File: config.mk
export PLATFORM = sky130hd
export DESIGN_NAME = uart_tx
export DESIGN_NICKNAME = d
export VERILOG_FILES = /design/src/perf_pkg.sv /design/src/uart_tx.sv
export SDC_FILE = /design/constraint.sdc
export NUM_CORES = 1
export LEC_CHECK = 0
export BUFFER_PORTS_ARGS = -buffer_cell sky130_fd_sc_hd__buf_2
export CAP_MARGIN = 30
export CORE_MARGIN = 5
export CORE_UTILIZATION = 36
export CTS_CLUSTER_SIZE = 24
export DETAILED_ROUTE_END_ITERATION = 6
export SLEW_MARGIN = 20
export SYNTH_ARGS = -nofsm -noshare
export SYNTH_HDL_FRONTEND = slang
export SYNTH_SLANG_ARGS = --single-unit
File: constraint.sdc
create_clock -name clk -period 8.3 [get_ports clk]
set_clock_uncertainty 0.05 [all_clocks]
set_input_delay 1.66 -clock clk [delete_from_list [all_inputs] [get_ports clk]]
set_output_delay 1.66 -clock clk [all_outputs]
set_load 0.03 [all_outputs]
File: src/perf_pkg.sv
package perf_pkg;

	localparam int CNT_W = 16;

	// Four counters, two bytes each
	localparam int REPORT_BYTES = 8;

	typedef enum logic [2:0] {
		IDLE,
		START,
		DATA,
		STOP,
		DONE
	} tx_state_e;

endpackage

File: src/uart_tx.sv
`timescale 1ns/1ps

module uart_tx #(
	parameter int CLKS_PER_BIT = 4
) (
	input  logic       clk,
	input  logic       rst,
	input  logic       req_i,
	input  logic [7:0] byte_i,
	output logic       ack_o,
	output logic       tx_o
);

	localparam int CW = $clog2(CLKS_PER_BIT + 1);

	perf_pkg::tx_state_e state;
	logic [CW-1:0]       clk_cnt;
	logic [2:0]          bit_idx;
	logic [7:0]          shreg;
	logic                bit_end;

	assign bit_end = (clk_cnt == CW'(CLKS_PER_BIT - 1));

	always_ff @(posedge clk) begin
		if (rst) begin
			state <= perf_pkg::IDLE;
			tx_o <= 1'b1; // Line idles high
			ack_o <= 1'b0;
			clk_cnt <= '0;
			bit_idx <= '0;
		end else begin
			clk_cnt <= bit_end ? '0 : clk_cnt + 1'b1;
			case (state)
				perf_pkg::IDLE: begin
					clk_cnt <= '0;
					if (req_i) begin
						shreg <= byte_i;
						tx_o <= 1'b0;
						state <= perf_pkg::START;
					end
				end
				perf_pkg::START: begin
					if (bit_end) begin
						tx_o <= shreg[0];
						bit_idx <= '0;
						state <= perf_pkg::DATA;
					end
				end
				perf_pkg::DATA: begin
					if (bit_end) begin
						if (bit_idx == 3'd7) begin
							tx_o <= 1'b1;
							state <= perf_pkg::STOP;
						end else begin
							tx_o <= shreg[1]; // LSB first
							shreg <= shreg >> 1;
							bit_idx <= bit_idx + 1'b1;
						end
					end
				end
				perf_pkg::STOP: begin
					if (bit_end) begin
						ack_o <= 1'b1;
						state <= perf_pkg::DONE;
					end
				end
				perf_pkg::DONE: begin
					clk_cnt <= '0;
					if (!req_i) begin
						ack_o <= 1'b0;
						state <= perf_pkg::IDLE;
					end
				end
				default: state <= perf_pkg::IDLE;
			endcase
		end
	end

endmodule

==> reports/qor.yml <==
clocking:
  cts_max_level: 1
  insertion_delay_ps: 300
  post_cts_buffers: 0
  tritoncts: "done"
  cts_buffers: 3
  cts_hold_buf: 0
  clock-root-buffer: "clkbuf_4"
  clkSinkCount: 19
  cts_resized: 0
  clkSlewWorstSetupHoldPaths_ps: 120
  clk_path_buf_depth: 2
setup_path:
  cp_top_family: "compound AO/OA/AOI/OAI gates"
  max_stage_delay_ps: 480
  path_cells: "buf_2, and2b_1, inv_1, a2111oi_2, buf_2"
  critPathKind: "input pin to flip-flop"
  startpoint_type: "input pin"
  crit_slowest_cell: "a2111oi_2"
  end_kind: "flip-flop"
  cp.arrival_ps: 2740
  cp.required_ps: 8270
  crit_fanout: 6
  cp_num_buf_inv: 3
  crit_path_frequent_cell: "buf_2"
logic_synthesis:
  synthCells: 81
  synth-seq-cells: 19
  synth_nets: 97
  synth_warnings: 0
  yosysTopAreaCell: "edfxtp_1"
  seq_area_frac_synth_pct: 50.4
  netlist.area_leader.share_pct: 26.3
  avgSynthCellArea_um2: 11.3
  synth_area_leaders: "edfxtp_1 (26%), dfxtp_1 (24%), mux2_2 (8.6%)"
  ys_types: 28
  syn-cell-area_um2: 913
sta:
  finalCritPeriodShare_pct: 33.3
  period_needed_ps: 2770
  tns_ps: 0
  slew_headroom_pct: 61.1
  fmax_ghz: 0.362
  setup_viol: 0
  finalMaxSlewViolations: 0
  rsz0062_at_grt: "no"
  worst_hold_slack_ps: 379
  hold_viol_final: 0
  worst_slew_pin_slew_ps: 583
route:
  drtAntennaViolNets: 0
  drc: 0
  wl_um: 1540
  avgViaCountPerCell: 5.11
  firstDrtPassIters: 6
  vias: 629
  wl_per_cell_um: 12.6
  dr.first_iter.drc_count: 9
layout:
  multiInputGateArea_um2: 418
  num-fill-cells: 247
  instances_no_fill: 123
  final_area_um2: 1020
  final_layout_size_suffix_gt1_share_pct: 29.0
  area_growth_pct: 11.9
  final-seq-area_um2: 460
  final_net_count: 110
  antenna_cells: 0
pwr:
  power.share.clock_pct: 29.7
  powerDensity_nw_per_um2: 159
  irDropWorstVdd_mv: 0.0962
  total_power_uw: 162
  p_leak_uw: 0.000415
  power.switching_uw: 38.3
  power_frac_comb_pct: 7.0
  power.share.sequential_pct: 63.3
  intPower_uw: 124
  p_sw_share_pct: 23.6
place:
  dp_cells: 118
  gp_congestion: 0.760
  placedInstanceArea_um2: 987
  dpl.hpwl_um: 1120
  io_buffers: 12
global_routing:
  grt_pass1_vias: 564
  track_usage_pct: 9.36
  grt_max_degree: 18
  grt_remaining_overflow: 0
  grt_pass1_wl_um: 2520
  antenna_found_initial: 0
floorplan:
  die_h_um: 60.4
  placementRows: 18
  initial_core_util_pct: 37.2
  die-area_um2: 3640
  io_pins: 13
  core_um2: 2450
  die_w_um: 60.4
worst_hold_path:
  min_path_type: "flip-flop to flip-flop"
run_status:
  status: "finished clean"
run:
  cap_violations: 0
-- synthesized netlist by cell type --
master	instances
nand3b_1	2
o31ai_1	1
ha_1	5
a311oi_1	1
a21o_1	1
o21ai_0	7
xor2_1	1
a31oi_1	1
nor3_1	2
nand2_1	4
dfxtp_1	11
mux2_2	7
nand2b_1	1
and2b_1	1
nor2b_1	3
edfxtp_1	8
clkbuf_1	1
a21oi_1	5
nand3_1	1
inv_1	3
nand3b_4	1
a2111oi_0	2
buf_2	3
buf_6	1
nor2_1	4
nor3b_4	1
or4_1	1
a211oi_1	2
-- power by group through the flow --
stage | sequential (uW) | combinational, uW | clock (uW)
final | 103 | 11.3 | 48.3
after global routing | 103 | 12.5 | 54.3
after CTS | 103 | 11.4 | 51.4
after detailed placement | 105 | 11.4 | 0
after global placement | 105 | 10.9 | 0
after floorplan | 104 | 7.88 | 0
-- state kept, by name, summed over array words and instances (netlist names) --
signal and flops:
ack_o 1, bit_idx 3, clk_cnt 3, shreg 8, state 3, tx_o 1
-- layout by cell type (no fill, tap or decap) --
master	instances
buf_2	13
dfxtp_1	11
edfxtp_1	8
mux2_2	7
o21ai_0	7
a21oi_1	5
ha_1	5
nand2_1	4
nor2_1	4
inv_1	3
nor2b_1	3
clkbuf_4	3
nor3_1	2
a211oi_1	2
nand3b_1	2
nor3b_4	1
nand3b_4	1
and2b_1	1
a2111oi_2	1
nand2b_1	1
a21o_1	1
xor2_1	1
a311oi_1	1
a2111oi_0	1
or4_1	1
o31ai_1	1
a31oi_1	1
nand3_1	1
clkinvlp_4	1
-- worst paths after layout --
| kind | startpoint | end | slack, ps | cells after the start |
|---|---|---|---|---|
| worst min-delay path | clk_cnt[0] | clk_cnt[0] | 380 | 1 |
| worst max register to register | bit_idx[0] | shreg[4] | 6300 | 5 |
| worst min register to register | clk_cnt[0] | clk_cnt[0] | 380 | 1 |
| worst max-delay path | req_i | shreg[4] | 5530 | 5 |
-- stage by stage --
| step | utilization [%] | setup WS (ps) |
|---|---|---|
| floorplan | - | 4510 |
| global placement | 40.2 | 4970 |
| detailed placement | 40.2 | 4930 |
| CTS | 41.4 | 5290 |
| global route | 41.6 | 5480 |
| finish | 41.6 | 5530 |
-- worst reg2reg max path: stages, from the launching register on --
cell and delay, ps:
dfxtp_1 340, ha_1 200, ha_1 230, nand3b_4 200
a2111oi_2 440, buf_2 270
-- cells by family (layout without fill, tap and decap cells) --
| logic type | Yosys count | in the layout | share of synthesized area [%] |
|---|---|---|---|
| mux | 7 | 7 | 8.63 |
| simple gates | 21 | 21 | 15.2 |
| xor+xnor | 1 | 1 | 0.959 |
| compound gates | 20 | 20 | 13.4 |
| fa+ha+maj | 5 | 5 | 6.85 |
| buf+inv | 8 | 20 | 4.52 |
| flops | 19 | 19 | 50.4 |
-- layout make-up --
cell class	count	area share (%)
Clock inverter	1	0.734
Tap cell	30	3.67
Timing Repair Buffer	13	6.36
Sequential cell	19	45.0
Clock buffer	3	2.20
Multi-Input combinational cell	54	40.9
Inverter	3	1.10
-- metal layers --
metal / up-vias / global-route usage, % / share of wire [%]
met4: 0 / 2.85 / 1.2
li1: 320 / - / -
met3: 2 / 3.83 / 5.6
met2: 16 / 14.7 / 46
met5: - / 0 / 0
met1: 291 / 11.8 / 47
Power figures use the tool's default switching activity.
