`src/mem_pkg.sv`:
```
package mem_pkg;

	// Word request from the CPU side
	typedef struct packed {
		logic [31:0] addr;
		logic        we;
		logic [31:0] wdata;
		logic [3:0]  strb;
	} cpu_req_t;

	typedef struct packed {
		logic [31:0] rdata;
	} cpu_rsp_t;

	// Request to the backing memory, addr is line aligned
	typedef struct packed {
		logic [31:0] addr;
		logic        we;
		logic [31:0] wdata;
		logic [3:0]  strb;
		logic [1:0]  off; // Word within the line, used by writes
	} line_req_t;

	typedef logic [3:0][31:0] line_t;

	typedef enum logic [2:0] {IDLE, LOOKUP, FILL, WRITE, DONE} cache_state_e;

endpackage

```
`src/mem_router.sv`:
```
`timescale 1ns/1ps

module mem_router #(
	parameter logic [31:0] END_INST = 32'h0000_03FC
) (
	input  logic              clk,
	input  logic              rst,
	input  mem_pkg::cpu_req_t cpu_req_i,
	input  logic              cpu_valid_i,
	output mem_pkg::cpu_rsp_t cpu_o,
	output logic              cpu_ack_o,
	output logic              i_req_o,
	output logic              d_req_o,
	output mem_pkg::cpu_req_t fwd_o,
	input  mem_pkg::cpu_rsp_t i_rsp_i,
	input  mem_pkg::cpu_rsp_t d_rsp_i,
	input  logic              i_ack_i,
	input  logic              d_ack_i
);

	logic held;
	logic ack_seen;
	logic route_q; // 1 selects the data cache
	logic route_now;
	logic own_ack;
	logic live;
	logic to_d;

	assign route_now = cpu_req_i.we | (cpu_req_i.addr > END_INST);
	assign own_ack = route_q ? d_ack_i : i_ack_i;
	// The held route is released as soon as the owner's ack has fallen
	assign live = held & ~(ack_seen & ~own_ack);
	assign to_d = live ? route_q : route_now;

	always_ff @(posedge clk) begin
		if (rst) begin
			held <= 1'b0;
			ack_seen <= 1'b0;
			route_q <= 1'b0;
		end else if (!live) begin
			held <= cpu_valid_i;
			ack_seen <= 1'b0;
			if (cpu_valid_i)
				route_q <= route_now;
		end else if (own_ack) begin
			ack_seen <= 1'b1;
		end
	end

	assign fwd_o = cpu_req_i; // Both caches see the request, only the owner gets req
	assign i_req_o = cpu_valid_i & ~to_d;
	assign d_req_o = cpu_valid_i & to_d;
	assign cpu_o = to_d ? d_rsp_i : i_rsp_i;
	assign cpu_ack_o = to_d ? d_ack_i : i_ack_i;

endmodule

```
`config.mk`:
```
export PLATFORM = sky130hd
export DESIGN_NAME = mem_router
export DESIGN_NICKNAME = d
export VERILOG_FILES = /design/src/mem_pkg.sv /design/src/mem_router.sv
export SDC_FILE = /design/constraint.sdc
export NUM_CORES = 1
export LEC_CHECK = 0
export ABC_AREA = 1
export BUFFER_PORTS_ARGS = -buffer_cell sky130_fd_sc_hd__clkbuf_2
export CAP_MARGIN = 0
export CORE_AREA = 2 2 93 95
export CTS_BUF_LIST = sky130_fd_sc_hd__clkbuf_4 sky130_fd_sc_hd__clkbuf_8
export DETAILED_ROUTE_END_ITERATION = 8
export DIE_AREA = 0 0 95 97
export SLEW_MARGIN = 10
export SYNTH_ARGS = -nofsm -noshare
export SYNTH_HDL_FRONTEND = slang
export SYNTH_SLANG_ARGS = --single-unit
```
`constraint.sdc`:
```
create_clock -name clk -period 1.75 [get_ports clk]
set_input_delay 0.0875 -clock clk [delete_from_list [all_inputs] [get_ports clk]]
set_output_delay 0.0875 -clock clk [all_outputs]
set_load 0.03 [all_outputs]
```
==> results.toml <==
[run_status]
status = "finished clean"

[logic_synthesis]
synth_fp_nets = 374
synth_cell_types = 19
async_flop_share = 0
synth_ff_type = "dfxtp_1"
ys_seq_elements = 3
yosysSeqAreaShare = 0.0429
syn-mean-instance-area_um2 = 5.93
netlist_instances = 236
synth_edf_count = 0
netlist_area_mm2 = 0.00140
yosysWarnings = 0

[timing]
final_max_slew_viol_count = 0
max_freq_ghz = 0.594
fin_crit_sh = 0.962
finalSetupViolCount = 0
rsz0062_at_grt = "yes"
tightest_slew_ns = 0.459
post-route-min-period_ns = 1.68
relSlewSlack = 0.693
hold_viol = 0
fin_skew_ns = 0.00340
tns_ns = 0

[worst_setup_path]
r2r_end = "route_q"
slowest_delay_ns = 0.37
rrSetupSlack_ns = 0.56
crit_type = "reg2out"
start_kind = "register"
cp_common_cell = "nand2_4"
worstPathArrival_ns = 1.60
reg2reg_depth = 8
crit_path_cell_trace = "inv_6, nand2_4, nand3_4, nand2_4, clkinv_8, nand2_8, clkbuf_16, nand3_1, nand2_1, buf_2"
critPathTopFamily = "simple AND/OR/NAND/NOR gates"
required_ns = 1.66
r2r_start = "route_q"
critPathSlowestCell = "dfxtp_4"
cp_num_buf_inv = 4
critPathMaxFanout = 10
crit_path_end_kind = "output port"

[min_path]
min_to = "held"
min_path_cells = 2
worstHoldStart = "rst"
hold_path.class = "in2reg"

[global_routing]
grt_start_max_net_pins = 21
grt_usage = 0.116
antenna_found_initial = 0
grt_pass1_wl_um = 8320
grt_overflow = 0
grt_pass1_vias = 1695

[cells_and_area]
nNetsFinal = 484
diodes = 0
final_cell_area_mm2 = 0.00226
final_util = 0.278
layout-area-overhead-vs-synth_pct = 61.9
drive_gt1_frac = 0.626

[die]
initial_core_util = 0.172
die_w_um = 95
fp.dieH_um = 97
rows = 33
ios = 242
dieArea_mm2 = 0.00922
core_area_mm2 = 0.00813

[drt]
drt-pass1-iter-count = 6
viasPerCell = 4.23
vias = 1905
totalWireLength_um = 6140
drcViolationCount = 0
antenna_left = 0
wl_per_cell_um = 13.6
drt-initial-drc-count = 30

[power]
vdd_drop_max_v = 0.000154
totalPowerFinal_mw = 1.13
p_per_area_mw_per_mm2 = 498
leakage_nw = 1.32

[clock_tree]
htreeDepth = 1
cts_root_buffer = "clkbuf_8"
clk_pin_slew_ns = 0.03
clk_latency_ns = 0.22
cts_tree = "done"
clockBufferDepth = 2
numCtsBuffers = 3
clock-sinks = 3

[placed_design]
dp_hpwl_um = 4180
place.gp.congestion = 0.694
io_buffers = 169
placed_area_mm2 = 0.00183

[job]
cap_violations = 0
flip-flops by register name, indices dropped and copies added (netlist names):
register / cells
held: 1
route_q: 1
ack_seen: 1
placed cells by master, fill, tap and decap left out:
master / Yosys / final
a21oi_2: 1 / 1
nand3_1: 67 / 60
nand2_2: 4 / 4
buf_4: 70 / 8
a21oi_1: 3 / 3
clkbuf_16: 0 / 3
dfxtp_4: 0 / 1
dfxtp_1: 3 / 2
clkinv_8: 0 / 1
nand2_4: 1 / 4
nand3_2: 1 / 7
inv_6: 0 / 1
inv_1: 4 / 4
nor2_2: 1 / 2
a21oi_4: 1 / 1
buf_6: 6 / 4
nand3_4: 0 / 1
o21bai_4: 1 / 4
o21ai_0: 1 / 1
nand2_1: 48 / 43
nand2_8: 0 / 2
clkbuf_2: 0 / 139
buf_2: 5 / 11
clkbuf_4: 0 / 13
buf_12: 0 / 4
nor2_1: 16 / 15
or2_0: 1 / 1
o21bai_2: 0 / 1
clkbuf_8: 0 / 4
worst max path at each step:
stage,start,end,slack (ns),cells past startpoint
after floorplan,route_q,cpu_o[22],0.39,9
after global placement,cpu_req_i[68],cpu_o[0],-0.16,9
after detailed placement,cpu_req_i[64],cpu_o[0],-0.21,9
after CTS,route_q,cpu_ack_o,0.01,10
after global routing,route_q,cpu_o[18],-0.02,10
final,route_q,cpu_o[18],0.07,10
cell families (layout without fill, tap and decap cells):
family,count (synthesis),after routing,synth area share
buffers and inverters,87,192,0.458
DFF,3,3,0.0429
AOI/OAI and AO/OA,7,11,0.0456
and+or+nand+nor,139,139,0.453
metrics by stage:
step	hold WS [ns]	setup slack (ns)	std cells
floorplan	0.157	0.392	236
global placement	0.175	-0.163	435
detailed placement	0.175	-0.214	435
CTS	0.0480	0.0147	443
global route	0.0727	-0.0191	450
finish	0.0631	0.0659	450
worst reg2reg max path: stages, from the launching register on:
cell and delay [ns]:
dfxtp_4 0.37, nand2_2 0.08, nand3_4 0.09, nand2_4 0.08, buf_4 0.15, nand2_1 0.05
inv_1 0.05, o21ai_0 0.14, a21oi_1 0.05
report_power, final:
group          total [mW]  leakage, nW  internal [mW]  switching, mW
sequential         0.0800       0.0255         0.0735        0.00647
clock               0.221       0.0262          0.171         0.0496
combinational       0.826         1.27          0.325          0.501
total                1.13         1.32          0.569          0.557
final cells by class:
cell class | instances | area [um2]
Tap cell | 105 | 131
Clock buffer | 4 | 48.8
Sequential cell | 3 | 63.8
Inverter | 6 | 40.0
Fill cell | 934 | 5870
Timing Repair Buffer | 182 | 1110
Multi-Input combinational cell | 150 | 866
synthesized netlist by cell type (2+ instances only):
library cell,number,share of area
buf_4,70,0.38
nand3_1,67,0.24
nand2_1,48,0.13
nor2_1,16,0.043
buf_6,6,0.048
buf_2,5,0.018
inv_1,4,0.011
nand2_2,4,0.018
a21oi_1,3,0.011
dfxtp_1,3,0.043
inv_2,2,0.0054
what timing repair did:
| item | 4_1_cts | 5_1_grt |
|---|---|---|
| setup endpoints to repair | 34 | 35 |
| pin swaps | 0 | 5 |
| cloned | 4 | 3 |
| hold buffers | 0 | 0 |
| endpoints found under the hold margin | 0 | 0 |
| buffers inserted | 0 | 4 |
| gates resized for setup | 9 | 88 |
layer usage:
metal	vias up	GRT usage	wire length (um)
met5	-	0	0
met4	0	0.0312	95
met3	18	0.0210	576
met2	113	0.226	3310
met1	843	0.122	2160
li1	931	-	-
Note: power is estimated with default switching activity, not from simulation.
