### config.mk
export PLATFORM = sky130hd
export DESIGN_NAME = perf_counters
export DESIGN_NICKNAME = d
export VERILOG_FILES = /design/src/perf_pkg.sv /design/src/perf_counters.sv
export SDC_FILE = /design/constraint.sdc
export NUM_CORES = 1
export LEC_CHECK = 0
export ABC_AREA = 1
export BUFFER_PORTS_ARGS = -buffer_cell sky130_fd_sc_hd__buf_2
export CELL_PAD_IN_SITES_DETAIL_PLACEMENT = 0
export CELL_PAD_IN_SITES_GLOBAL_PLACEMENT = 2
export CORE_MARGIN = 2
export CORE_UTILIZATION = 33
export CTS_CLUSTER_SIZE = 10
export DETAILED_ROUTE_END_ITERATION = 10
export MAX_ROUTING_LAYER = met4
export PLACE_DENSITY_LB_ADDON = 0.1
export RECOVER_POWER = 50
export SLEW_MARGIN = 10
export SYNTH_ARGS = -nofsm -noshare
export SYNTH_HDL_FRONTEND = slang
export SYNTH_SLANG_ARGS = --single-unit
### constraint.sdc
create_clock -name clk -period 4.3 [get_ports clk]
set_input_delay 0.43 -clock clk [delete_from_list [all_inputs] [get_ports clk]]
set_output_delay 0.43 -clock clk [all_outputs]
set_load 0.03 [all_outputs]
### src/perf_pkg.sv
package perf_pkg;

	localparam int CNT_W = 16;

	// Four counters, two bytes each
	localparam int REPORT_BYTES = 8;

	typedef enum logic [2:0] {
		IDLE,
		START,
		DATA,
		STOP,
		DONE
	} tx_state_e;

endpackage

### src/perf_counters.sv
`timescale 1ns/1ps

module perf_counters (
	input  logic       clk,
	input  logic       rst,
	input  logic       i_read_i,
	input  logic       i_miss_i,
	input  logic       d_read_i,
	input  logic       d_miss_i,
	input  logic       report_req_i,
	output logic       report_ack_o,
	output logic       tx_req_o,
	output logic [7:0] tx_byte_o,
	input  logic       tx_ack_i
);

	localparam int RW = perf_pkg::REPORT_BYTES * 8;
	localparam int BW = $clog2(perf_pkg::REPORT_BYTES);

	logic [perf_pkg::CNT_W-1:0] i_reads, i_misses, d_reads, d_misses;
	logic [RW-1:0]              snap;
	logic [BW-1:0]              byte_cnt;
	logic                       sending;

	assign tx_byte_o = snap[RW-1 -: 8];

	always_ff @(posedge clk) begin
		if (rst) begin
			i_reads <= '0;
			i_misses <= '0;
			d_reads <= '0;
			d_misses <= '0;
			sending <= 1'b0;
			byte_cnt <= '0;
			tx_req_o <= 1'b0;
			report_ack_o <= 1'b0;
		end else begin
			// Counters stick at all ones
			if (i_read_i && i_reads != '1) i_reads <= i_reads + 1'b1;
			if (i_miss_i && i_misses != '1) i_misses <= i_misses + 1'b1;
			if (d_read_i && d_reads != '1) d_reads <= d_reads + 1'b1;
			if (d_miss_i && d_misses != '1) d_misses <= d_misses + 1'b1;

			if (!sending && !report_ack_o && report_req_i) begin
				sending <= 1'b1;
				snap <= {i_reads, i_misses, d_reads, d_misses}; // Consistent snapshot
				byte_cnt <= '0;
				tx_req_o <= 1'b1;
			end else if (sending) begin
				if (tx_req_o && tx_ack_i) begin
					tx_req_o <= 1'b0;
				end else if (!tx_req_o && !tx_ack_i) begin
					if (byte_cnt == BW'(perf_pkg::REPORT_BYTES - 1)) begin
						sending <= 1'b0;
						report_ack_o <= 1'b1;
					end else begin
						byte_cnt <= byte_cnt + 1'b1;
						snap <= snap << 8;
						tx_req_o <= 1'b1;
					end
				end
			end else if (report_ack_o && !report_req_i) begin
				report_ack_o <= 1'b0;
			end
		end
	end

endmodule

==> results of run 1 <==
## Yosys cell counts, types with 2 or more instances
library cell and instances:
sky130_fd_sc_hd__edfxtp_1 64, sky130_fd_sc_hd__nand4_1 8, sky130_fd_sc_hd__buf_2 6, sky130_fd_sc_hd__nor2_1 180
sky130_fd_sc_hd__nand4_2 2, sky130_fd_sc_hd__o21ai_0 29, sky130_fd_sc_hd__ha_1 7, sky130_fd_sc_hd__inv_1 66
sky130_fd_sc_hd__nand2_1 317, sky130_fd_sc_hd__or2_2 2, sky130_fd_sc_hd__dfxtp_1 70, sky130_fd_sc_hd__nand3_1 55
sky130_fd_sc_hd__a21oi_1 43, sky130_fd_sc_hd__nor2_2 3, sky130_fd_sc_hd__clkbuf_1 14, sky130_fd_sc_hd__and2_1 3
sky130_fd_sc_hd__buf_4 10, sky130_fd_sc_hd__nor3_1 10
## registers in the layout, indices dropped and copies added, names as in the netlist
name	cells
snap	64
d_misses	16
d_reads	16
i_misses	16
i_reads	16
byte_cnt	3
report_ack_o	1
sending	1
tx_req_o	1
## per-stage QoR
| step | std cells | util (%) | setup WS (ns) | total power [W] |
|---|---|---|---|---|
| 2_1_floorplan | 900 | - | 0.251 | 0.00156 |
| 3_3_place_gp | 1156 | 35.3 | 1.73 | 0.00160 |
| 3_5_place_dp | 1156 | 35.3 | 1.69 | 0.00161 |
| 4_1_cts | 1188 | 38.6 | 1.80 | 0.00321 |
| 5_1_grt | 1188 | 38.4 | 1.32 | 0.00329 |
| 6_report | 1188 | 38.4 | 1.66 | 0.00317 |
## power by group through the flow
stage	Clock, W	Combinational (W)	Sequential, W
3_3_place_gp	0	0.000162	0.00144
3_5_place_dp	0	0.000165	0.00144
6_report	0.00160	0.000159	0.00141
5_1_grt	0.00169	0.000186	0.00142
2_1_floorplan	0	0.000123	0.00144
4_1_cts	0.00163	0.000166	0.00141
## area by class of cell
| class | instances | area [µm²] | share of cell area (%) |
|---|---|---|---|
| multi-input combinational | 667 | 2830 | 37.7 |
| inverter | 68 | 255 | 3.40 |
| timing repair buffer | 22 | 114 | 1.52 |
| tap | 265 | 332 | 4.42 |
| clock inverter | 12 | 171 | 2.28 |
| sequential | 134 | 3320 | 44.3 |
| clock buffer | 20 | 478 | 6.37 |
## critical path: cells and delay by family
family | cells | cell delay, ns
buf+inv | 3 | 2.18
simple gates | 1 | 0.06
compound gates | 1 | 0.27
## final timing paths
| check | to | slack, ns |
|---|---|---|
| worst min register to register | byte_cnt[1]$_SDFFE_PP0P_ | 0.47 |
| worst min-delay path | tx_req_o$_SDFFE_PP0P_ | 0.33 |
| worst max-delay path | d_reads[1]$_SDFFE_PP0P_ | 1.66 |
| worst max register to register | snap[60]$_DFFE_PP_ | 1.69 |
## routing by layer
metal | share of wire, % | wire, µm | vias up | global-route usage [%]
met2 | 48 | 7560 | 85 | 26.2
met3 | 3.3 | 525 | 15 | 3.99
met1 | 48 | 7470 | 2513 | 20.3
met5 | 0 | 0 | - | -
met4 | 0.99 | 156 | 0 | 4.26
li1 | - | - | 2888 | -
## logic make-up (layout without fill, tap and decap cells)
kind of cell / count (synthesis) / in the layout
fa+ha+maj: 7 / 7
buf+inv: 99 / 122
simple gates: 584 / 584
compound gates: 75 / 75
xor+xnor: 1 / 1
flops: 134 / 134
==> run_summary.xml, run 1 <==
<?xml version="1.0" encoding="UTF-8"?>
<metrics>
  <group name="cts">
    <metric name="htree_levels" unit="">4</metric>
    <metric name="cts-root-to-sink-buffers" unit="">2</metric>
    <metric name="tritoncts" unit="">yes</metric>
    <metric name="cts_hold_buffers_added" unit="">0</metric>
    <metric name="numCtsBuffers" unit="">17</metric>
    <metric name="worst_skew_pair.late_latency" unit="ns">0.42</metric>
    <metric name="postCtsSetupBuffers" unit="">0</metric>
    <metric name="cts_resized" unit="">0</metric>
    <metric name="clock_tree.root_cell" unit="">sky130_fd_sc_hd__clkbuf_16</metric>
    <metric name="cts_num_sinks" unit="">134</metric>
    <metric name="clk_pin_slew_worst_paths" unit="ns">0.06</metric>
  </group>
  <group name="worst_setup_path">
    <metric name="criticalPathCategory" unit="">input pin to flop</metric>
    <metric name="critPathSlowestCell" unit="">sky130_fd_sc_hd__clkinv_1</metric>
    <metric name="worst_setup_start_kind" unit="">input pin</metric>
    <metric name="path_cells" unit="">clkbuf_1 -&gt; clkinv_1 -&gt; clkbuf_1 -&gt; o21ai_0 -&gt; nor2_1</metric>
    <metric name="critPathLaunch" unit="">rst</metric>
    <metric name="worst_path_largest_cell_delay" unit="ns">1.00</metric>
    <metric name="crit_top_cell" unit="">sky130_fd_sc_hd__clkbuf_1</metric>
    <metric name="rr_startpoint" unit="">sending$_SDFF_PP0_</metric>
    <metric name="reg2regPathDepth" unit="">6</metric>
    <metric name="critical_path_peak_fanout" unit="">32</metric>
    <metric name="worst-endpoint-arrival" unit="ns">2.95</metric>
    <metric name="critical_path.endpoint_type" unit="">flop</metric>
    <metric name="cp.required" unit="ns">4.61</metric>
  </group>
  <group name="drt">
    <metric name="drt_pass1_iterations" unit="">5</metric>
    <metric name="drcViolationCount" unit="">0</metric>
    <metric name="dr_total_vias" unit="">5501</metric>
    <metric name="post_drt_via_cell_ratio" unit="">4.63</metric>
    <metric name="dr.first_iter.drc_count" unit="">327</metric>
    <metric name="postRouteAntennaNets" unit="">0</metric>
    <metric name="routed_wire_length_per_instance" unit="µm">13.2</metric>
    <metric name="drt-total-wl" unit="µm">15700</metric>
  </group>
  <group name="floorplanning">
    <metric name="fp.coreArea" unit="µm²">19500</metric>
    <metric name="dieArea" unit="µm²">21100</metric>
    <metric name="initial_core_util" unit="%">33.7</metric>
    <metric name="num_io_pins" unit="">18</metric>
    <metric name="die_height" unit="µm">145</metric>
    <metric name="die_boundary_width" unit="µm">145</metric>
    <metric name="rows" unit="">51</metric>
  </group>
  <group name="sta">
    <metric name="actual_transition_at_the_worst_max_transition_pin" unit="ns">1.22</metric>
    <metric name="grt_setup_unrepaired" unit="">false</metric>
    <metric name="report.final.hold_viol_count" unit="">0</metric>
    <metric name="final-setup-viol-count" unit="">0</metric>
    <metric name="slew_headroom" unit="%">18.4</metric>
    <metric name="clock_skew" unit="ns">0.00759</metric>
    <metric name="whs" unit="ns">0.328</metric>
    <metric name="min_period" unit="ns">2.64</metric>
    <metric name="setup_total_negative_slack" unit="ns">0</metric>
    <metric name="fin_crit_sh" unit="%">61.4</metric>
    <metric name="final_max_slew_viol_count" unit="">0</metric>
    <metric name="clock.fmax" unit="MHz">379</metric>
  </group>
  <group name="yosys">
    <metric name="leading_register_cell_type_out_of_synthesis" unit="">sky130_fd_sc_hd__dfxtp_1</metric>
    <metric name="post-synth-top-area-cell" unit="">sky130_fd_sc_hd__edfxtp_1</metric>
    <metric name="yosys_warnings" unit="">0</metric>
    <metric name="seq_area_frac_synth" unit="%">50.5</metric>
    <metric name="synth_area_in_compound_gates" unit="%">5.76</metric>
    <metric name="synth_xor_area_share" unit="%">0.133</metric>
    <metric name="synth_cell_types" unit="">29</metric>
    <metric name="dominant_combinational_cell_family_by_area_after_synthesis" unit="">simple AND/OR/NAND/NOR gates</metric>
    <metric name="mappedNetlistNets" unit="">915</metric>
    <metric name="post_synth_inst_count" unit="">900</metric>
    <metric name="number_of_enable_type_register_cells_in_the_synthesized_netlist" unit="">64</metric>
    <metric name="async_flop_share" unit="%">0</metric>
    <metric name="synth_area_leaders" unit="">sky130_fd_sc_hd__edfxtp_1 (29%), sky130_fd_sc_hd__dfxtp_1 (21%), sky130_fd_sc_hd__nand2_1 (18%)</metric>
    <metric name="synth.area.mux_share" unit="%">0</metric>
    <metric name="synth-seq-cells" unit="">134</metric>
    <metric name="yosysTopAreaCellShare" unit="%">29.2</metric>
    <metric name="synth_adder_area_share" unit="%">1.33</metric>
    <metric name="synth-simple-area-share" unit="%">35.9</metric>
    <metric name="synth.cell_area" unit="µm²">6580</metric>
    <metric name="synth_area_per_cell" unit="µm²">7.31</metric>
  </group>
  <group name="pwr">
    <metric name="switching_share" unit="%">22.0</metric>
    <metric name="sequentialPowerShare" unit="%">44.6</metric>
    <metric name="cellPowerDensity" unit="nW/µm²">422</metric>
    <metric name="power.net_switching" unit="W">0.000698</metric>
    <metric name="p_clk_share" unit="%">50.4</metric>
    <metric name="internal" unit="W">0.00247</metric>
    <metric name="peakVddDrop" unit="µV">268</metric>
    <metric name="leakage" unit="nW">3.00</metric>
    <metric name="share_of_total_power_in_combinational_logic" unit="%">5.0</metric>
  </group>
  <group name="global_routing">
    <metric name="grt_antenna_before_repair" unit="">0</metric>
    <metric name="global_route.usage.total" unit="%">16.2</metric>
    <metric name="globalRouteOverflowTotal" unit="">0</metric>
    <metric name="global_route_wire_length_before_repair" unit="µm">26500</metric>
    <metric name="maximum_number_of_pins_on_one_net_before_global_route_repair" unit="">46</metric>
    <metric name="first_global_vias" unit="">5344</metric>
  </group>
  <group name="hold_path">
    <metric name="min_path_cells" unit="">4</metric>
    <metric name="path_type_of_the_worst_min_delay_path" unit="">input pin to flop</metric>
    <metric name="hold_path.startpoint" unit="">tx_ack_i</metric>
  </group>
  <group name="placement">
    <metric name="dpl_cell_area" unit="µm²">6890</metric>
    <metric name="placed_wire_length_estimate" unit="µm">11300</metric>
    <metric name="globalplace.congestion" unit="">0.812</metric>
    <metric name="io_buffers" unit="">17</metric>
  </group>
  <group name="finish">
    <metric name="final_common_cell" unit="">sky130_fd_sc_hd__nand2_1</metric>
    <metric name="commonest_cells_after_routing_fill_and_taps_aside" unit="">sky130_fd_sc_hd__nand2_1 (317), sky130_fd_sc_hd__nor2_1 (180), sky130_fd_sc_hd__dfxtp_1 (70)</metric>
    <metric name="antenna_cells_inserted" unit="">0</metric>
    <metric name="area_overhead_vs_synth" unit="%">14.1</metric>
    <metric name="fin_nets" unit="">925</metric>
    <metric name="fillCellCount" unit="">2101</metric>
    <metric name="post-route-cell-area" unit="µm²">7510</metric>
    <metric name="drive_gt1_share" unit="%">5.42</metric>
  </group>
  <group name="run_status">
    <metric name="outcome" unit="">complete, no violations</metric>
  </group>
  <group name="flow_run">
    <metric name="cap_viol_max_count" unit="">0</metric>
  </group>
</metrics>
Power figures use the tool's default switching activity.
==> inputs of run 2 (changes only) <==
--- a/config.mk
+++ b/config.mk
@@ -10,7 +10,7 @@
 export CELL_PAD_IN_SITES_DETAIL_PLACEMENT = 0
 export CELL_PAD_IN_SITES_GLOBAL_PLACEMENT = 2
 export CORE_MARGIN = 2
-export CORE_UTILIZATION = 33
+export CORE_UTILIZATION = 35
 export CTS_CLUSTER_SIZE = 10
 export DETAILED_ROUTE_END_ITERATION = 10
 export MAX_ROUTING_LAYER = met4
==> constraint.sdc (replaced) <==
create_clock -name clk -period 2.5 [get_ports clk]
set_input_delay 0.25 -clock clk [delete_from_list [all_inputs] [get_ports clk]]
set_output_delay 0.25 -clock clk [all_outputs]
set_load 0.03 [all_outputs]
==> run 2 against run 1 <==
  * Critical path depth is 1 lower
  * Worst setup slack got worse by 1.1 ns
  * Register-to-register slack got worse by 1.1 ns
  * Final cell count is 2.5% lower
  * Wire length fell by 1.5%
  * Global-route usage is 0.61 points higher
  * Clock power grew 69%
  * Total power rose by 71%
  * Critical path type is now flop to flop
==> run_summary.xml, run 2 (synthesis results as in run 1) <==
<?xml version="1.0" encoding="UTF-8"?>
<metrics>
  <group name="pwr">
    <metric name="switching_share" unit="%">22.2</metric>
    <metric name="power.net_switching" unit="W">0.00120</metric>
    <metric name="power" unit="W">0.00541</metric>
    <metric name="sequentialPowerShare" unit="%">44.9</metric>
    <metric name="internal" unit="W">0.00421</metric>
    <metric name="p_clk_share" unit="%">50.0</metric>
    <metric name="peakVddDrop" unit="µV">444</metric>
    <metric name="share_of_total_power_in_combinational_logic" unit="%">5.1</metric>
    <metric name="cellPowerDensity" unit="nW/µm²">723</metric>
    <metric name="leakage" unit="nW">3.02</metric>
  </group>
  <group name="drt">
    <metric name="drt-total-wl" unit="µm">15500</metric>
    <metric name="dr_total_vias" unit="">5465</metric>
    <metric name="postRouteAntennaNets" unit="">0</metric>
    <metric name="dr.first_iter.drc_count" unit="">339</metric>
    <metric name="drt_pass1_iterations" unit="">4</metric>
    <metric name="drcViolationCount" unit="">0</metric>
    <metric name="routed_wire_length_per_instance" unit="µm">13.4</metric>
    <metric name="post_drt_via_cell_ratio" unit="">4.72</metric>
  </group>
  <group name="cts">
    <metric name="worst_skew_pair.late_latency" unit="ns">0.41</metric>
    <metric name="clk_pin_slew_worst_paths" unit="ns">0.06</metric>
    <metric name="cts_resized" unit="">0</metric>
    <metric name="tritoncts" unit="">yes</metric>
    <metric name="cts-root-to-sink-buffers" unit="">2</metric>
    <metric name="cts_num_sinks" unit="">134</metric>
    <metric name="numCtsBuffers" unit="">17</metric>
    <metric name="clock_tree.root_cell" unit="">sky130_fd_sc_hd__clkbuf_16</metric>
    <metric name="cts_hold_buffers_added" unit="">0</metric>
    <metric name="htree_levels" unit="">4</metric>
    <metric name="postCtsSetupBuffers" unit="">0</metric>
  </group>
  <group name="worst_setup_path">
    <metric name="worst_path_largest_cell_delay" unit="ns">0.75</metric>
    <metric name="crit_path_end" unit="">snap[53]$_DFFE_PP_</metric>
    <metric name="critical_path_peak_fanout" unit="">43</metric>
    <metric name="criticalPathCategory" unit="">flop to flop</metric>
    <metric name="critical_path.reg2reg.endpoint" unit="">snap[53]$_DFFE_PP_</metric>
    <metric name="worst-r2r-setup-slack" unit="ns">0.60</metric>
    <metric name="worst_setup_start_kind" unit="">flop</metric>
    <metric name="worst-endpoint-arrival" unit="ns">2.18</metric>
    <metric name="crit_family" unit="">buffers and inverters</metric>
    <metric name="rr_startpoint" unit="">sending$_SDFF_PP0_</metric>
    <metric name="critical_path.endpoint_type" unit="">flop</metric>
    <metric name="reg2regPathDepth" unit="">4</metric>
    <metric name="critPathLaunch" unit="">sending$_SDFF_PP0_</metric>
    <metric name="crit_top_cell" unit="">sky130_fd_sc_hd__nand2_1</metric>
    <metric name="cp.required" unit="ns">2.78</metric>
    <metric name="path_cells" unit="">nor3b_1 -&gt; clkbuf_2 -&gt; nand2_1 -&gt; nand2_1</metric>
    <metric name="worst-path-stages" unit="">4</metric>
    <metric name="worst_path_bufs_invs" unit="">1</metric>
    <metric name="critPathSlowestCell" unit="">sky130_fd_sc_hd__clkbuf_2</metric>
  </group>
  <group name="finish">
    <metric name="commonest_cells_after_routing_fill_and_taps_aside" unit="">sky130_fd_sc_hd__nand2_1 (317), sky130_fd_sc_hd__nor2_1 (181), sky130_fd_sc_hd__dfxtp_1 (70)</metric>
    <metric name="antenna_cells_inserted" unit="">0</metric>
    <metric name="final_common_cell" unit="">sky130_fd_sc_hd__nand2_1</metric>
    <metric name="final_util" unit="%">40.3</metric>
    <metric name="fin_nets" unit="">926</metric>
    <metric name="drive_gt1_share" unit="%">5.52</metric>
    <metric name="largest_reg_flops" unit="">64</metric>
    <metric name="post-route-cell-area" unit="µm²">7480</metric>
    <metric name="area_overhead_vs_synth" unit="%">13.7</metric>
    <metric name="layout.cells.non_filler" unit="">1158</metric>
    <metric name="regMostFlops" unit="">snap</metric>
  </group>
  <group name="placement">
    <metric name="io_buffers" unit="">17</metric>
    <metric name="dpl_cell_area" unit="µm²">6870</metric>
    <metric name="globalplace.congestion" unit="">0.795</metric>
    <metric name="placed_wire_length_estimate" unit="µm">10900</metric>
    <metric name="post-place-cells" unit="">1126</metric>
  </group>
  <group name="sta">
    <metric name="clock.fmax" unit="MHz">525</metric>
    <metric name="final-setup-viol-count" unit="">0</metric>
    <metric name="clock_skew" unit="ns">0.00874</metric>
    <metric name="final_max_slew_viol_count" unit="">0</metric>
    <metric name="report.final.hold_viol_count" unit="">0</metric>
    <metric name="actual_transition_at_the_worst_max_transition_pin" unit="ns">0.880</metric>
    <metric name="min_period" unit="ns">1.90</metric>
    <metric name="fin_crit_sh" unit="%">76.2</metric>
    <metric name="setup_total_negative_slack" unit="ns">0</metric>
    <metric name="grt_setup_unrepaired" unit="">false</metric>
    <metric name="slew_headroom" unit="%">41.3</metric>
  </group>
  <group name="global_routing">
    <metric name="first_global_vias" unit="">5242</metric>
    <metric name="global_route_wire_length_before_repair" unit="µm">25800</metric>
    <metric name="globalRouteOverflowTotal" unit="">0</metric>
    <metric name="grt_antenna_before_repair" unit="">0</metric>
    <metric name="global_route.usage.total" unit="%">16.8</metric>
    <metric name="maximum_number_of_pins_on_one_net_before_global_route_repair" unit="">65</metric>
  </group>
  <group name="floorplanning">
    <metric name="die_boundary_width" unit="µm">141</metric>
    <metric name="initial_core_util" unit="%">35.4</metric>
    <metric name="die_height" unit="µm">141</metric>
    <metric name="num_io_pins" unit="">18</metric>
    <metric name="rows" unit="">50</metric>
    <metric name="dieArea" unit="µm²">19900</metric>
    <metric name="fp.coreArea" unit="µm²">18600</metric>
  </group>
  <group name="run_status">
    <metric name="outcome" unit="">complete, no violations</metric>
  </group>
  <group name="flow_run">
    <metric name="cap_viol_max_count" unit="">0</metric>
  </group>
  <group name="hold_path">
    <metric name="path_type_of_the_worst_min_delay_path" unit="">input pin to flop</metric>
  </group>
</metrics>
run 2: layer usage:
metal  vias to the layer above  part of all wire, %  track usage (%)
met4                         0                  1.2             5.16
met3                        16                  2.6             3.40
met1                      2479                   49             21.5
met5                         -                    0                -
met2                        66                   47             26.9
li1                       2904                    -                -
run 2: final cells by class:
class	instances	area (µm²)
inverters	68	255
flip-flops and latches	134	3320
multi-input cells	667	2830
well taps	234	293
repair buffers	23	140
fillers	1928	11100
clock buffers	21	503
clock inverters	11	143
run 2: how the worst min path moves through the flow:
stage | depth (start not counted) | from | end | slack [ns]
2_1_floorplan | 3 | i_read_i | i_reads[0]$_SDFFE_PP0P_ | 0.44
3_3_place_gp | 2 | byte_cnt[1]$_SDFFE_PP0P_ | byte_cnt[1]$_SDFFE_PP0P_ | 0.45
3_5_place_dp | 2 | byte_cnt[1]$_SDFFE_PP0P_ | byte_cnt[1]$_SDFFE_PP0P_ | 0.47
4_1_cts | 3 | report_req_i | report_ack_o$_SDFFE_PP0P_ | 0.14
5_1_grt | 4 | tx_ack_i | report_ack_o$_SDFFE_PP0P_ | 0.16
6_report | 3 | report_req_i | report_ack_o$_SDFFE_PP0P_ | 0.14
run 2: worst min-delay path, stage by stage:
cell and delay (ns):
sky130_fd_sc_hd__buf_2 0.08, sky130_fd_sc_hd__o21ai_0 0.06, sky130_fd_sc_hd__a21oi_1 0.12
run 2: per-stage QoR:
step	hold slack [ns]	setup WS, ns
final	0.139	0.596
after global routing	0.163	0.385
after CTS	0.138	0.756
after detailed placement	0.474	0.766
after global placement	0.452	0.781
after floorplan	0.442	0.206
run 2: power by group through the flow:
stage / logic [W] / clock network (W) / registers (W)
global route: 0.000321 / 0.00287 / 0.00244
CTS: 0.000292 / 0.00277 / 0.00243
finish: 0.000277 / 0.00270 / 0.00243
global placement: 0.000287 / 0 / 0.00248
detailed placement: 0.000290 / 0 / 0.00248
floorplan: 0.000214 / 0 / 0.00247
==> inputs of run 3 (changes only) <==
==> constraint.sdc (replaced) <==
create_clock -name clk -period 1.9 [get_ports clk]
set_input_delay 0.19 -clock clk [delete_from_list [all_inputs] [get_ports clk]]
set_output_delay 0.19 -clock clk [all_outputs]
set_load 0.03 [all_outputs]
==> run 3 against run 2 <==
  * Global-route usage increased by 0.34 points
  * Utilization increased by 0.28 points
  * Register-to-register slack got worse by 0.44 ns
==> run_summary.xml, run 3 (synthesis results as in run 1) <==
<?xml version="1.0" encoding="UTF-8"?>
<metrics>
  <group name="sta">
    <metric name="grt_setup_unrepaired" unit="">false</metric>
    <metric name="slew_headroom" unit="%">49.9</metric>
    <metric name="min_period" unit="ns">1.74</metric>
    <metric name="clock.fmax" unit="MHz">573</metric>
    <metric name="final_max_slew_viol_count" unit="">0</metric>
    <metric name="setup_total_negative_slack" unit="ns">0</metric>
    <metric name="actual_transition_at_the_worst_max_transition_pin" unit="ns">0.752</metric>
    <metric name="final-setup-viol-count" unit="">0</metric>
    <metric name="clock_skew" unit="ns">0.00422</metric>
    <metric name="report.final.hold_viol_count" unit="">0</metric>
    <metric name="fin_crit_sh" unit="%">91.8</metric>
    <metric name="whs" unit="ns">0.0986</metric>
  </group>
  <group name="placement">
    <metric name="globalplace.congestion" unit="">0.848</metric>
    <metric name="post-place-cells" unit="">1133</metric>
    <metric name="io_buffers" unit="">17</metric>
    <metric name="placed_wire_length_estimate" unit="µm">11100</metric>
  </group>
  <group name="pwr">
    <metric name="power.net_switching" unit="W">0.00156</metric>
    <metric name="internal" unit="W">0.00544</metric>
    <metric name="cellPowerDensity" unit="nW/µm²">928</metric>
    <metric name="leakage" unit="nW">3.05</metric>
    <metric name="share_of_total_power_in_combinational_logic" unit="%">5.4</metric>
    <metric name="p_clk_share" unit="%">48.9</metric>
    <metric name="peakVddDrop" unit="µV">648</metric>
    <metric name="sequentialPowerShare" unit="%">45.7</metric>
    <metric name="switching_share" unit="%">22.2</metric>
  </group>
  <group name="finish">
    <metric name="commonest_cells_after_routing_fill_and_taps_aside" unit="">sky130_fd_sc_hd__nand2_1 (316), sky130_fd_sc_hd__nor2_1 (177), sky130_fd_sc_hd__dfxtp_1 (69)</metric>
    <metric name="antenna_cells_inserted" unit="">0</metric>
    <metric name="multi_input_comb_area" unit="µm²">2870</metric>
    <metric name="layout.cells.non_filler" unit="">1165</metric>
    <metric name="final_util" unit="%">40.6</metric>
    <metric name="ff_latch_area" unit="µm²">3320</metric>
    <metric name="fin_nets" unit="">933</metric>
    <metric name="regMostFlops" unit="">snap</metric>
    <metric name="drive_gt1_share" unit="%">7.09</metric>
    <metric name="largest_reg_flops" unit="">64</metric>
    <metric name="area_overhead_vs_synth" unit="%">14.5</metric>
    <metric name="fillCellCount" unit="">1947</metric>
    <metric name="final_common_cell" unit="">sky130_fd_sc_hd__nand2_1</metric>
  </group>
  <group name="worst_setup_path">
    <metric name="critical_path.endpoint_type" unit="">flop</metric>
    <metric name="worst-r2r-setup-slack" unit="ns">0.16</metric>
    <metric name="path_cells" unit="">ha_1 -&gt; ha_1 -&gt; inv_2 -&gt; a31oi_4 -&gt; nor2_4 -&gt; buf_12</metric>
    <metric name="crit_top_cell" unit="">sky130_fd_sc_hd__ha_1</metric>
    <metric name="worst_setup_start_kind" unit="">flop</metric>
    <metric name="criticalPathCategory" unit="">flop to flop</metric>
    <metric name="critPathSlowestCell" unit="">sky130_fd_sc_hd__dfxtp_1</metric>
    <metric name="critical_path_peak_fanout" unit="">64</metric>
    <metric name="worst-path-stages" unit="">6</metric>
    <metric name="reg2regPathDepth" unit="">6</metric>
    <metric name="worst_path_largest_cell_delay" unit="ns">0.32</metric>
    <metric name="worst_path_bufs_invs" unit="">2</metric>
    <metric name="cp.required" unit="ns">1.98</metric>
    <metric name="rr_startpoint" unit="">byte_cnt[0]$_SDFFE_PP0P_</metric>
    <metric name="crit_family" unit="">adder cells</metric>
    <metric name="critical_path.reg2reg.endpoint" unit="">snap[5]$_SDFFCE_PN0P_</metric>
    <metric name="worst-endpoint-arrival" unit="ns">1.82</metric>
  </group>
  <group name="drt">
    <metric name="postRouteAntennaNets" unit="">0</metric>
    <metric name="drt_pass1_iterations" unit="">7</metric>
    <metric name="drt-total-wl" unit="µm">15600</metric>
    <metric name="post_drt_via_cell_ratio" unit="">4.71</metric>
    <metric name="drcViolationCount" unit="">0</metric>
    <metric name="dr_total_vias" unit="">5485</metric>
    <metric name="routed_wire_length_per_instance" unit="µm">13.4</metric>
    <metric name="dr.first_iter.drc_count" unit="">380</metric>
  </group>
  <group name="cts">
    <metric name="clock_tree.root_cell" unit="">sky130_fd_sc_hd__clkbuf_16</metric>
    <metric name="numCtsBuffers" unit="">17</metric>
    <metric name="worst_skew_pair.late_latency" unit="ns">0.41</metric>
    <metric name="cts-root-to-sink-buffers" unit="">2</metric>
    <metric name="cts_num_sinks" unit="">134</metric>
    <metric name="htree_levels" unit="">4</metric>
    <metric name="clk_pin_slew_worst_paths" unit="ns">0.06</metric>
    <metric name="tritoncts" unit="">yes</metric>
  </group>
  <group name="flow_run">
    <metric name="cap_viol_max_count" unit="">0</metric>
  </group>
  <group name="global_routing">
    <metric name="global_route.usage.total" unit="%">17.1</metric>
    <metric name="grt_antenna_before_repair" unit="">0</metric>
    <metric name="maximum_number_of_pins_on_one_net_before_global_route_repair" unit="">65</metric>
    <metric name="first_global_vias" unit="">5172</metric>
    <metric name="global_route_wire_length_before_repair" unit="µm">26000</metric>
    <metric name="globalRouteOverflowTotal" unit="">0</metric>
  </group>
  <group name="floorplanning">
    <metric name="die_height" unit="µm">141</metric>
    <metric name="fp.coreArea" unit="µm²">18600</metric>
    <metric name="dieArea" unit="µm²">19900</metric>
    <metric name="num_io_pins" unit="">18</metric>
    <metric name="initial_core_util" unit="%">35.4</metric>
    <metric name="rows" unit="">50</metric>
    <metric name="die_boundary_width" unit="µm">141</metric>
  </group>
  <group name="hold_path">
    <metric name="hold_path.startpoint" unit="">tx_ack_i</metric>
    <metric name="path_type_of_the_worst_min_delay_path" unit="">input pin to flop</metric>
    <metric name="min_path_cells" unit="">4</metric>
    <metric name="whs_endpoint" unit="">tx_req_o$_SDFFE_PP0P_</metric>
  </group>
  <group name="run_status">
    <metric name="outcome" unit="">complete, no violations</metric>
  </group>
</metrics>
## run 3: through the flow
stage / power, W / cell area (µm²) / worst slack [ns]
after floorplan: 0.00354 / 6610 / -0.337
after global placement: 0.00364 / 6930 / 0.242
after detailed placement: 0.00365 / 6930 / 0.183
after CTS: 0.00710 / 7540 / 0.157
after global routing: 0.00730 / 7530 / 0.00651
final: 0.00699 / 7530 / 0.156
## run 3: tightest hold or removal path, cell delays in order
cell                      delay, ns
sky130_fd_sc_hd__buf_2         0.10
sky130_fd_sc_hd__nand3_1       0.07
sky130_fd_sc_hd__nand3_1       0.08
sky130_fd_sc_hd__inv_1         0.03
## run 3: cell type report
cell class / instances / area share [%]
Clock buffer: 17 / 5.65
Multi-Input combinational cell: 667 / 38.1
Sequential cell: 134 / 44.1
Tap cell: 234 / 3.89
Timing Repair Buffer: 30 / 2.39
Inverter: 68 / 3.39
Clock inverter: 15 / 2.44
## run 3: worst max-delay path by stage
stage                             startpoint                       to  slack [ns]
finish              byte_cnt[0]$_SDFFE_PP0P_    snap[5]$_SDFFCE_PN0P_        0.16
CTS                  i_reads[0]$_SDFFE_PP0P_  i_reads[1]$_SDFFE_PP0P_        0.16
floorplan                 sending$_SDFF_PP0_    snap[0]$_SDFFCE_PN0P_       -0.34
global placement    byte_cnt[0]$_SDFFE_PP0P_       snap[58]$_DFFE_PP_        0.24
global route              sending$_SDFF_PP0_       snap[12]$_DFFE_PP_       0.007
detailed placement  byte_cnt[0]$_SDFFE_PP0P_       snap[59]$_DFFE_PP_        0.18
## run 3: power groups by stage
stage | sequential (W) | clock (W) | combinational [W]
final | 0.00320 | 0.00342 | 0.000375
after CTS | 0.00320 | 0.00351 | 0.000390
after floorplan | 0.00325 | 0 | 0.000290
after global placement | 0.00326 | 0 | 0.000382
after global routing | 0.00321 | 0.00366 | 0.000432
after detailed placement | 0.00326 | 0 | 0.000389
## run 3: timing repair
| item | 4_1_cts | 5_1_grt |
|---|---|---|
| setup buffers | 0 | 0 |
| hold buffers | 0 | 0 |
| setup endpoints to repair | 0 | 6 |
| resized for setup | 0 | 3 |
## run 3: layer usage
metal / vias up / share of wire (%) / global-route usage, %
met5: - / 0 / -
met3: 6 / 2.8 / 4.14
met4: 0 / 0.78 / 4.74
met1: 2501 / 50 / 22.0
li1: 2916 / - / -
met2: 62 / 47 / 27.1
